`src/cache_pkg.sv`:
```
/* shared widths, request structs and enums of the write-through cache */
`default_nettype none

package cache_pkg;

   localparam int ADDR_W = 12;
   localparam int DATA_W = 32;
   localparam int NBYTES = 4;
   localparam int NBYTES_W = $clog2(NBYTES);

   // byte address bit that selects the control registers
   localparam int CTRL_BIT = 11;
   localparam int CTRL_ADDR_W = 3;

   // word address keeps the byte address numbering
   typedef struct packed {
      logic [ADDR_W-1:NBYTES_W] addr;
      logic [DATA_W-1:0]        wdata;
      logic [NBYTES-1:0]        wstrb;
   } fe_req_t;

   typedef struct packed {
      logic [ADDR_W-1:NBYTES_W] addr;
      logic [DATA_W-1:0]        wdata;
      logic [NBYTES-1:0]        wstrb;
      logic                     we;
   } mem_req_t;

   // word offsets inside control space
   typedef enum logic [CTRL_ADDR_W-1:0] {
      REG_READ_HIT    = 3'd0,
      REG_READ_MISS   = 3'd1,
      REG_WRITE_HIT   = 3'd2,
      REG_WRITE_MISS  = 3'd3,
      REG_WTBUF_EMPTY = 3'd4,
      REG_INVALIDATE  = 3'd5
   } ctrl_reg_e;

   typedef enum logic [1:0] {
      IDLE,
      WAIT_WTB,
      FILL,
      DONE
   } mem_state_e;

endpackage

`default_nettype wire

```
`src/cache_front_end.sv`:
```
/* front end: request register and steering between data and control paths */
`default_nettype none

module cache_front_end (
   input  logic                            clk_i,
   input  logic                            reset_i,
   input  logic                            valid_i,
   input  cache_pkg::fe_req_t              req_i,
   output logic                            ready_o,
   output logic                            rvalid_o,
   output logic [cache_pkg::DATA_W-1:0]    rdata_o,
   output logic                            data_valid_o,
   output cache_pkg::fe_req_t              data_req_o,
   input  logic                            data_ack_i,
   input  logic [cache_pkg::DATA_W-1:0]    data_rdata_i,
   output logic                            ctrl_valid_o,
   output cache_pkg::ctrl_reg_e            ctrl_addr_o,
   output logic [cache_pkg::DATA_W-1:0]    ctrl_wdata_o,
   input  logic                            ctrl_ack_i,
   input  logic [cache_pkg::DATA_W-1:0]    ctrl_rdata_i
);

   cache_pkg::fe_req_t req_q;
   logic               busy_q;
   logic               accept;
   logic               ack;
   logic               wr;

   assign accept = valid_i && ready_o;
   assign ack = data_ack_i || ctrl_ack_i;
   assign wr = |req_q.wstrb;

   // next request may enter in the cycle of the response
   assign ready_o = !busy_q || ack;

   always_ff @(posedge clk_i) begin
      if (reset_i) begin
         busy_q <= 1'b0;
         data_valid_o <= 1'b0;
         ctrl_valid_o <= 1'b0;
      end else begin
         data_valid_o <= accept && !req_i.addr[cache_pkg::CTRL_BIT];
         ctrl_valid_o <= accept && req_i.addr[cache_pkg::CTRL_BIT];
         if (accept) begin
            busy_q <= 1'b1;
         end else if (ack) begin
            busy_q <= 1'b0;
         end
      end
   end

   always_ff @(posedge clk_i) begin
      if (accept) begin
         req_q <= req_i;
      end
   end

   assign data_req_o = req_q;
   assign ctrl_addr_o = cache_pkg::ctrl_reg_e'(req_q.addr[cache_pkg::NBYTES_W +:
                                                         cache_pkg::CTRL_ADDR_W]);
   // reads never carry data into control space
   assign ctrl_wdata_o = wr ? req_q.wdata : '0;

   assign rvalid_o = ack;
   // writes answer with zero
   assign rdata_o = wr ? '0 : (data_ack_i ? data_rdata_i : ctrl_rdata_i);

endmodule

`default_nettype wire

```
`src/cache_memory.sv`:
```
/* cache memory: tag, valid and data arrays, hit check,
   line fill and write-through pushes */
`default_nettype none

module cache_memory #(
   parameter int NLINES_W      = 4,
   parameter int WORD_OFFSET_W = 2
) (
   input  logic                         clk_i,
   input  logic                         reset_i,
   input  logic                         data_valid_i,
   input  cache_pkg::fe_req_t           data_req_i,
   output logic                         data_ack_o,
   output logic [cache_pkg::DATA_W-1:0] data_rdata_o,
   input  logic                         wtbuf_full_i,
   input  logic                         wtbuf_empty_i,
   output logic                         push_o,
   output cache_pkg::mem_req_t          push_req_o,
   output logic                         fill_valid_o,
   output logic [cache_pkg::ADDR_W-cache_pkg::NBYTES_W-WORD_OFFSET_W-1:0] fill_addr_o,
   input  logic                         fill_word_valid_i,
   input  logic [cache_pkg::DATA_W-1:0] fill_word_i,
   input  logic                         fill_done_i,
   output logic                         read_hit_o,
   output logic                         read_miss_o,
   output logic                         write_hit_o,
   output logic                         write_miss_o,
   input  logic                         invalidate_i
);

   localparam int LINE_W = cache_pkg::ADDR_W - cache_pkg::NBYTES_W - WORD_OFFSET_W;
   localparam int TAG_W = LINE_W - NLINES_W;
   localparam int WIDX_W = NLINES_W + WORD_OFFSET_W;

   cache_pkg::mem_state_e        state_q;
   logic [TAG_W-1:0]             tag_mem [2**NLINES_W];
   logic [cache_pkg::DATA_W-1:0] data_mem [2**WIDX_W];
   logic [2**NLINES_W-1:0]       valid_q;
   logic [WORD_OFFSET_W-1:0]     fill_off_q;
   logic [WIDX_W-1:0]            word_idx;
   logic [NLINES_W-1:0]          index;
   logic [TAG_W-1:0]             tag;
   logic                         we;
   logic                         hit;
   logic                         req_new;

   assign word_idx = data_req_i.addr[cache_pkg::NBYTES_W +: WIDX_W];
   assign index = word_idx[WORD_OFFSET_W +: NLINES_W];
   assign tag = data_req_i.addr[cache_pkg::ADDR_W-1 -: TAG_W];
   assign we = |data_req_i.wstrb;
   assign hit = valid_q[index] && (tag_mem[index] == tag);
   assign req_new = (state_q == cache_pkg::IDLE) && data_valid_i;

   // every write goes to the buffer once a slot is free
   assign push_o = we && !wtbuf_full_i && (req_new || state_q == cache_pkg::WAIT_WTB);
   assign push_req_o = '{addr: data_req_i.addr, wdata: data_req_i.wdata,
                         wstrb: data_req_i.wstrb, we: 1'b1};

   assign fill_valid_o = (state_q == cache_pkg::FILL);
   assign fill_addr_o = data_req_i.addr[cache_pkg::ADDR_W-1 -: LINE_W];

   always_ff @(posedge clk_i) begin
      if (reset_i) begin
         state_q <= cache_pkg::IDLE;
         valid_q <= '0;
         fill_off_q <= '0;
         data_ack_o <= 1'b0;
         read_hit_o <= 1'b0;
         read_miss_o <= 1'b0;
         write_hit_o <= 1'b0;
         write_miss_o <= 1'b0;
      end else begin
         data_ack_o <= 1'b0;
         read_hit_o <= req_new && !we && hit;
         read_miss_o <= req_new && !we && !hit;
         write_hit_o <= req_new && we && hit;
         write_miss_o <= req_new && we && !hit;
         if (invalidate_i) begin
            valid_q <= '0;
         end
         case (state_q)
            cache_pkg::IDLE: begin
               if (data_valid_i) begin
                  if (push_o || (!we && hit)) begin
                     data_ack_o <= 1'b1;
                  end else begin
                     state_q <= cache_pkg::WAIT_WTB;
                  end
               end
            end
            cache_pkg::WAIT_WTB: begin
               // writes wait for a slot, read misses for an empty buffer
               if (push_o) begin
                  data_ack_o <= 1'b1;
                  state_q <= cache_pkg::IDLE;
               end else if (!we && wtbuf_empty_i) begin
                  state_q <= cache_pkg::FILL;
               end
            end
            cache_pkg::FILL: begin
               if (fill_word_valid_i) begin
                  fill_off_q <= fill_off_q + 1'b1;
               end
               if (fill_done_i) begin
                  valid_q[index] <= 1'b1;
                  state_q <= cache_pkg::DONE;
               end
            end
            default: begin
               data_ack_o <= 1'b1;
               state_q <= cache_pkg::IDLE;
            end
         endcase
      end
   end

   always_ff @(posedge clk_i) begin
      if (req_new && hit) begin
         // merge strobed bytes into the cached word
         for (int b = 0; b < cache_pkg::NBYTES; b++) begin
            if (data_req_i.wstrb[b]) begin
               data_mem[word_idx][8*b +: 8] <= data_req_i.wdata[8*b +: 8];
            end
         end
         data_rdata_o <= data_mem[word_idx];
      end
      if (state_q == cache_pkg::FILL && fill_word_valid_i) begin
         data_mem[{index, fill_off_q}] <= fill_word_i;
      end
      if (state_q == cache_pkg::FILL && fill_done_i) begin
         tag_mem[index] <= tag;
      end
      if (state_q == cache_pkg::DONE) begin
         data_rdata_o <= data_mem[word_idx];
      end
   end

endmodule

`default_nettype wire

```
`src/cache_wtbuf.sv`:
```
/* write-through buffer: circular FIFO of pending memory writes */
`default_nettype none

module cache_wtbuf #(
   parameter int WTBUF_DEPTH_W = 2
) (
   input  logic                clk_i,
   input  logic                reset_i,
   input  logic                push_i,
   input  cache_pkg::mem_req_t push_req_i,
   input  logic                pop_i,
   output cache_pkg::mem_req_t head_o,
   output logic                full_o,
   output logic                empty_o
);

   localparam int DEPTH = 2**WTBUF_DEPTH_W;

   cache_pkg::mem_req_t      fifo_q [DEPTH];
   logic [WTBUF_DEPTH_W-1:0] wr_ptr_q;
   logic [WTBUF_DEPTH_W-1:0] rd_ptr_q;
   logic [WTBUF_DEPTH_W:0]   count_q;
   logic                     do_push;
   logic                     do_pop;

   assign full_o = (count_q == (WTBUF_DEPTH_W+1)'(DEPTH));
   assign empty_o = (count_q == '0);
   assign do_push = push_i && !full_o;
   assign do_pop = pop_i && !empty_o;
   assign head_o = fifo_q[rd_ptr_q];

   always_ff @(posedge clk_i) begin
      if (reset_i) begin
         wr_ptr_q <= '0;
         rd_ptr_q <= '0;
         count_q <= '0;
      end else begin
         if (do_push) begin
            wr_ptr_q <= wr_ptr_q + 1'b1;
         end
         if (do_pop) begin
            rd_ptr_q <= rd_ptr_q + 1'b1;
         end
         case ({do_push, do_pop})
            2'b10: count_q <= count_q + 1'b1;
            2'b01: count_q <= count_q - 1'b1;
            default: count_q <= count_q;
         endcase
      end
   end

   always_ff @(posedge clk_i) begin
      if (do_push) begin
         fifo_q[wr_ptr_q] <= push_req_i;
      end
   end

endmodule

`default_nettype wire

```
`src/cache_back_end.sv`:
```
/* back end: single-beat memory port shared by buffered writes and line fills */
`default_nettype none

module cache_back_end #(
   parameter int WORD_OFFSET_W = 2
) (
   input  logic                         clk_i,
   input  logic                         reset_i,
   input  cache_pkg::mem_req_t          wtbuf_head_i,
   input  logic                         wtbuf_empty_i,
   output logic                         wtbuf_pop_o,
   input  logic                         fill_valid_i,
   input  logic [cache_pkg::ADDR_W-cache_pkg::NBYTES_W-WORD_OFFSET_W-1:0] fill_addr_i,
   output logic                         fill_word_valid_o,
   output logic [cache_pkg::DATA_W-1:0] fill_word_o,
   output logic                         fill_done_o,
   output logic                         mem_valid_o,
   output cache_pkg::mem_req_t          mem_req_o,
   input  logic                         mem_ready_i,
   input  logic [cache_pkg::DATA_W-1:0] mem_rdata_i
);

   logic                     fill_busy_q;
   logic [WORD_OFFSET_W-1:0] word_q;
   logic                     xfer_done;
   logic                     launch_wr;
   logic                     launch_rd;

   assign xfer_done = mem_valid_o && mem_ready_i;

   // pending writes go first, a fill only starts on an empty buffer
   assign launch_wr = !mem_valid_o && !fill_busy_q && !wtbuf_empty_i;
   assign launch_rd = !mem_valid_o && (fill_busy_q || (wtbuf_empty_i && fill_valid_i));

   // entry leaves the buffer only once memory has taken it
   assign wtbuf_pop_o = xfer_done && !fill_busy_q;

   assign fill_word_valid_o = xfer_done && fill_busy_q;
   assign fill_word_o = mem_rdata_i;
   assign fill_done_o = fill_word_valid_o && (word_q == '1);

   always_ff @(posedge clk_i) begin
      if (reset_i) begin
         mem_valid_o <= 1'b0;
         fill_busy_q <= 1'b0;
         word_q <= '0;
      end else begin
         if (launch_wr || launch_rd) begin
            mem_valid_o <= 1'b1;
         end else if (xfer_done) begin
            mem_valid_o <= 1'b0;
         end
         if (launch_rd) begin
            fill_busy_q <= 1'b1;
         end else if (fill_done_o) begin
            fill_busy_q <= 1'b0;
         end
         // wraps back to zero after the last word
         if (fill_word_valid_o) begin
            word_q <= word_q + 1'b1;
         end
      end
   end

   always_ff @(posedge clk_i) begin
      if (launch_wr) begin
         mem_req_o <= wtbuf_head_i;
      end else if (launch_rd) begin
         mem_req_o <= '{addr: {fill_addr_i, word_q}, wdata: '0, wstrb: '0, we: 1'b0};
      end
   end

endmodule

`default_nettype wire

```
`src/cache_control.sv`:
```
/* control block: hit/miss counters, buffer status and invalidate command */
`default_nettype none

module cache_control (
   input  logic                         clk_i,
   input  logic                         reset_i,
   input  logic                         ctrl_valid_i,
   input  cache_pkg::ctrl_reg_e         ctrl_addr_i,
   input  logic [cache_pkg::DATA_W-1:0] ctrl_wdata_i,
   output logic                         ctrl_ack_o,
   output logic [cache_pkg::DATA_W-1:0] ctrl_rdata_o,
   input  logic                         read_hit_i,
   input  logic                         read_miss_i,
   input  logic                         write_hit_i,
   input  logic                         write_miss_i,
   input  logic                         wtbuf_empty_i,
   output logic                         invalidate_o
);

   logic [3:0]                         events;
   logic [3:0][cache_pkg::DATA_W-1:0] cnt_q;
   logic                               inv_cmd;

   // ordered like the counter register addresses
   assign events = {write_miss_i, write_hit_i, read_miss_i, read_hit_i};

   // bit 0 of a write to REG_INVALIDATE starts the flush
   assign inv_cmd = ctrl_valid_i && (ctrl_addr_i == cache_pkg::REG_INVALIDATE) &&
                    ctrl_wdata_i[0];

   always_ff @(posedge clk_i) begin
      if (reset_i) begin
         ctrl_ack_o <= 1'b0;
         invalidate_o <= 1'b0;
         cnt_q <= '0;
      end else begin
         ctrl_ack_o <= ctrl_valid_i;
         invalidate_o <= inv_cmd;
         for (int i = 0; i < 4; i++) begin
            if (inv_cmd) begin
               cnt_q[i] <= '0;
            end else if (events[i] && (cnt_q[i] != '1)) begin
               cnt_q[i] <= cnt_q[i] + 1'b1;
            end
         end
      end
   end

   always_ff @(posedge clk_i) begin
      if (ctrl_valid_i) begin
         case (ctrl_addr_i)
            cache_pkg::REG_READ_HIT,
            cache_pkg::REG_READ_MISS,
            cache_pkg::REG_WRITE_HIT,
            cache_pkg::REG_WRITE_MISS: ctrl_rdata_o <= cnt_q[ctrl_addr_i[1:0]];
            cache_pkg::REG_WTBUF_EMPTY: ctrl_rdata_o <= {{(cache_pkg::DATA_W-1){1'b0}},
                                                         wtbuf_empty_i};
            default: ctrl_rdata_o <= '0;
         endcase
      end
   end

endmodule

`default_nettype wire

```
`src/cache_top.sv`:
```
/* cache top level: front end, cache memory, write buffer, back end and control */
`default_nettype none

module cache_top #(
   parameter int NLINES_W      = 4,
   parameter int WORD_OFFSET_W = 2,
   parameter int WTBUF_DEPTH_W = 2
) (
   input  logic                         clk_i,
   input  logic                         reset_i,
   input  logic                         valid_i,
   input  cache_pkg::fe_req_t           req_i,
   output logic                         ready_o,
   output logic                         rvalid_o,
   output logic [cache_pkg::DATA_W-1:0] rdata_o,
   output logic                         mem_valid_o,
   output cache_pkg::mem_req_t          mem_req_o,
   input  logic                         mem_ready_i,
   input  logic [cache_pkg::DATA_W-1:0] mem_rdata_i
);

   localparam int LINE_W = cache_pkg::ADDR_W - cache_pkg::NBYTES_W - WORD_OFFSET_W;

   cache_pkg::fe_req_t           data_req;
   cache_pkg::ctrl_reg_e         ctrl_addr;
   cache_pkg::mem_req_t          push_req;
   cache_pkg::mem_req_t          wtbuf_head;
   logic                         data_valid, data_ack, ctrl_valid, ctrl_ack;
   logic [cache_pkg::DATA_W-1:0] data_rdata, ctrl_rdata, ctrl_wdata, fill_word;
   logic                         push, pop, wtbuf_full, wtbuf_empty;
   logic                         fill_valid, fill_word_valid, fill_done;
   logic [LINE_W-1:0]            fill_addr;
   logic                         read_hit, read_miss, write_hit, write_miss, invalidate;

   cache_front_end u_front_end (
      .clk_i(clk_i), .reset_i(reset_i),
      .valid_i(valid_i), .req_i(req_i),
      .ready_o(ready_o), .rvalid_o(rvalid_o), .rdata_o(rdata_o),
      .data_valid_o(data_valid), .data_req_o(data_req),
      .data_ack_i(data_ack), .data_rdata_i(data_rdata),
      .ctrl_valid_o(ctrl_valid), .ctrl_addr_o(ctrl_addr), .ctrl_wdata_o(ctrl_wdata),
      .ctrl_ack_i(ctrl_ack), .ctrl_rdata_i(ctrl_rdata)
   );

   cache_memory #(
      .NLINES_W(NLINES_W), .WORD_OFFSET_W(WORD_OFFSET_W)
   ) u_cache_memory (
      .clk_i(clk_i), .reset_i(reset_i),
      .data_valid_i(data_valid), .data_req_i(data_req),
      .data_ack_o(data_ack), .data_rdata_o(data_rdata),
      .wtbuf_full_i(wtbuf_full), .wtbuf_empty_i(wtbuf_empty),
      .push_o(push), .push_req_o(push_req),
      .fill_valid_o(fill_valid), .fill_addr_o(fill_addr),
      .fill_word_valid_i(fill_word_valid), .fill_word_i(fill_word),
      .fill_done_i(fill_done),
      .read_hit_o(read_hit), .read_miss_o(read_miss),
      .write_hit_o(write_hit), .write_miss_o(write_miss),
      .invalidate_i(invalidate)
   );

   cache_wtbuf #(
      .WTBUF_DEPTH_W(WTBUF_DEPTH_W)
   ) u_wtbuf (
      .clk_i(clk_i), .reset_i(reset_i),
      .push_i(push), .push_req_i(push_req), .pop_i(pop),
      .head_o(wtbuf_head), .full_o(wtbuf_full), .empty_o(wtbuf_empty)
   );

   cache_back_end #(
      .WORD_OFFSET_W(WORD_OFFSET_W)
   ) u_back_end (
      .clk_i(clk_i), .reset_i(reset_i),
      .wtbuf_head_i(wtbuf_head), .wtbuf_empty_i(wtbuf_empty), .wtbuf_pop_o(pop),
      .fill_valid_i(fill_valid), .fill_addr_i(fill_addr),
      .fill_word_valid_o(fill_word_valid), .fill_word_o(fill_word),
      .fill_done_o(fill_done),
      .mem_valid_o(mem_valid_o), .mem_req_o(mem_req_o),
      .mem_ready_i(mem_ready_i), .mem_rdata_i(mem_rdata_i)
   );

   cache_control u_control (
      .clk_i(clk_i), .reset_i(reset_i),
      .ctrl_valid_i(ctrl_valid), .ctrl_addr_i(ctrl_addr), .ctrl_wdata_i(ctrl_wdata),
      .ctrl_ack_o(ctrl_ack), .ctrl_rdata_o(ctrl_rdata),
      .read_hit_i(read_hit), .read_miss_i(read_miss),
      .write_hit_i(write_hit), .write_miss_i(write_miss),
      .wtbuf_empty_i(wtbuf_empty), .invalidate_o(invalidate)
   );

endmodule

`default_nettype wire

```
`config.mk`:
```
export PLATFORM = sky130hd
export DESIGN_NAME = cache_top
export DESIGN_NICKNAME = d
export VERILOG_FILES = /design/src/cache_pkg.sv /design/src/cache_front_end.sv /design/src/cache_memory.sv /design/src/cache_wtbuf.sv /design/src/cache_back_end.sv /design/src/cache_control.sv /design/src/cache_top.sv
export SDC_FILE = /design/constraint.sdc
export NUM_CORES = 2
export LEC_CHECK = 0
export BUFFER_PORTS_ARGS = -buffer_cell sky130_fd_sc_hd__buf_2
export CAP_MARGIN = 20
export CORE_MARGIN = 1.5
export CORE_UTILIZATION = 50
export DETAILED_ROUTE_END_ITERATION = 7
export PLACE_DENSITY = 0.65
export RECOVER_POWER = 50
export SETUP_SLACK_MARGIN = 0.1
export SLEW_MARGIN = 5
export SYNTH_ARGS = -nofsm -noshare
export SYNTH_HDL_FRONTEND = slang
export SYNTH_HIERARCHICAL = 1
export SYNTH_SLANG_ARGS = --single-unit
```
`constraint.sdc`:
```
create_clock -name clk_i -period 4.3 [get_ports clk_i]
set_clock_uncertainty 0.2 [all_clocks]
set_input_delay 1.075 -clock clk_i [delete_from_list [all_inputs] [get_ports clk_i]]
set_output_delay 1.075 -clock clk_i [all_outputs]
set_load 0.03 [all_outputs]
```
==> summary.txt <==
Global routing
  – Initial antenna violation count: 11
  – First-pass GRT wire length: between 400000 and 500000 µm
  – Tot GR Track Use: about a quarter
  – GRT overflow: 0
  – Largest net degree at the start of global routing: 70
  – Number of global-route vias before repair: ~56000

Clocking
  – Cts hold-fix bufs: 0
  – Clock sink count: roughly 2600
  – CTS root buf: clkbuf_16
  – Clk buf depth: 4
  – H-tree levels: 5
  – Clock latency on the worst-skew pair: 0.93 ns
  – CTS tree: yes
  – CTS Buf Count: 278
  – Worst-path clk slew: 0.06 ns

Layout
  – Fill count: about 15000
  – Share of cells above drive strength 1: 31.1%
  – Final Instance Count excl. Fillers: 8963
  – Area Growth Syn to Fin: 14.2%
  – Nets: 6058
  – Design Area, Final: 0.121 mm²

Power
  – Combinational share of power: about 5.3%
  – Sequential fraction of design power: between 50% and 60%
  – Pwr dens: about 450 mW/mm²
  – Switch Pwr: 11.5 mW
  – Static Leakage: 38.1 nW
  – Cell-internal power: around 43 mW
  – Worst VDD drop: 0.489 mV
  – Switch share: between 20% and 30%
  – Clock power frac: 42.6%

Placed design
  – Placer Congestion: 0.886
  – Cells after DPL: ~8500
  – # port buffers: 163
  – DPL Wire Length: 178000 µm
  – Area after DPL: 0.113 mm²

Critical path
  – Worst R2R Path Depth: 8
  – CP Launch Type: flop
  – Worst EP arrival: between 4 and 5 ns
  – CP Max Fanout: 35
  – Crit end category: flop
  – CP required: 4.76 ns
  – Worst R2R End: u_cache_memory/data_rdata_o[5]
  – R2R setup slack: -0.02 ns
  – RR Startpoint: u_front_end/data_req_o[39]
  – Crit Path Category: flop to flop
  – Crit path launch: u_front_end/data_req_o[39]

Synth
  – Ys Warns: 6
  – Mapped Area: 0.106 mm²
  – Syn nets: approximately 5500
  – Synth Area per Inst: 19.6 µm²
  – Synthesized instance count: 5411

Routing
  – Vias post-DR: roughly 56000
  – DR DRC count: 0
  – WL/cell: 31.3 µm
  – Routed vias/inst: roughly 6.3
  – Drt total wl: 280000 µm
  – Drt first pass iters: 6
  – DRT iter0 DRCs: 7043
  – Final ANT Viol Nets: 0

Floorplan
  – Num rows: roughly 170
  – Total core area: about 0.21 mm²
  – DIE WIDTH: roughly 460 µm
  – # IOs: between 150 and 200
  – Die area: around 0.21 mm²
  – Chip Height: 463 µm
  – Initial Util: 50.4%

Status
  – Status: finished, violations left
  – Failing checks: capacitance limit, slew limit, setup timing

Timing
  – RSZ-0062 raised after global routing: yes
  – Endpoints failing setup: 1
  – Worst Tran Pin Value: 2.81 ns
  – Setup TNS: -0.0176 ns
  – Max-slew violations: 113
  – Min setup slack post-route: -0.0176 ns
  – Period utilisation layout: 100%
  – Fmax: 232 MHz
  – Hold_ws: approximately 0.12 ns
  – Max transition margin: -89.0%
  – Hold Vio Cnt, Final: 0
  – Tmin final: 4.32 ns

Hold path
  – Hold-critical path endpoint: u_front_end/data_req_o[33]
  – Hold WC Path Type: primary input to flop
  – Cell count of the worst hold path: 1
  – Min-delay src: req_i[33]

Flow run
  – Max_cap viols: 4
## layer usage
| layer | part of all wire [%] | global-route usage [%] |
|---|---|---|
| met1 | 40 | 37.3 |
| met2 | 47 | 40.7 |
| met4 | 3.1 | 7.75 |
| met3 | 9.2 | 5.06 |
| met5 | 0.025 | 0 |
## worst max path at each step
stage                                     endpoint  slack (ns)  depth (start not counted)
finish              u_cache_memory/data_rdata_o[5]       -0.02                          8
floorplan               u_front_end/ctrl_addr_o[0]        0.59                          2
CTS                                    rdata_o[21]        0.06                          3
detailed placement  u_cache_memory/data_rdata_o[5]        0.30                          9
global route         u_cache_memory/data_mem[2][6]        0.02                         10
global placement    u_cache_memory/data_rdata_o[5]        0.31                          9
## placed cells by master (no fill, tap or decap), types with 18 or more instances in the layout
cell	instances
a21oi_1	147
inv_1	29
dfxtp_1	168
nor3_1	64
nand4_1	39
clkinv_1	54
clkbuf_1	144
nor3_2	208
o31ai_1	45
nand2_1	113
and2_0	29
buf_12	45
bufinv_16	19
a22oi_1	76
edfxtp_1	2457
nand3_1	65
nor2b_1	43
buf_4	438
and4_1	19
clkbuf_4	20
mux4_2	649
and3_1	18
o21ai_0	88
and2_1	32
buf_2	103
or3_1	49
clkinv_2	27
nor2_1	152
mux2_1	33
or4_1	48
mux2i_1	126
clkbuf_16	289
## power groups by stage
stage | logic, mW | clock network [mW] | registers [mW]
4_1_cts | 2.94 | 23.3 | 28.1
5_1_grt | 2.96 | 24.3 | 28.2
2_1_floorplan | 1.59 | 0 | 28.7
3_3_place_gp | 2.91 | 0 | 28.7
6_report | 2.85 | 23.0 | 28.2
3_5_place_dp | 2.93 | 0 | 28.7
## per-stage QoR
stage                     power, mW  worst slack [ns]  utilization (%)
after floorplan                30.3             0.588                -
after global placement         31.6             0.311             53.8
after detailed placement       31.6             0.296             53.8
after CTS                      54.4            0.0603             57.9
after global routing           55.4            0.0212             57.6
final                          54.0           -0.0176             57.6
## state kept, by name, summed over array words and instances, names as in the netlist, 3 cells and up, named ones only
register and cells:
u_wtbuf/fifo_q 188, u_control/ctrl_rdata_o 32, u_cache_memory/valid_q 16, u_cache_memory/data_mem 2048, u_back_end/mem_req_o 47, u_cache_memory/tag_mem 64, u_front_end/data_req_o 43, u_wtbuf/count_q 3
u_control/cnt_q 128, u_cache_memory/data_rdata_o 32, u_front_end/ctrl_addr_o 3
## timing repair
| action | in CTS | in global routing |
|---|---|---|
| gates resized for setup | 0 | 0 |
| setup endpoints to repair | 1 | 1 |
| setup buffers | 0 | 0 |
## worst max-delay path, cell delays in order (launching register included)
cell and delay [ns]:
edfxtp_1 0.38, buf_12 0.24, clkbuf_1 0.51, buf_4 0.71, mux2i_1 0.32, o21ai_0 0.09, o21ai_0 0.73, o221ai_1 0.50
buf_4 0.30
## cell type report
| type | instances | area, µm² | area share (%) |
|---|---|---|---|
| Antenna cell | 4 | 10.0 | 0.00828 |
| Clock buffer | 356 | 7550 | 6.25 |
| Clock inverter | 113 | 1010 | 0.837 |
| Inverter | 29 | 109 | 0.0900 |
| Multi-Input combinational cell | 2322 | 26300 | 21.7 |
| Sequential cell | 2628 | 77200 | 63.9 |
| Tap cell | 2805 | 3510 | 2.90 |
| Timing Repair Buffer | 706 | 5250 | 4.34 |
No activity file was read; power rests on OpenSTA's default activity.
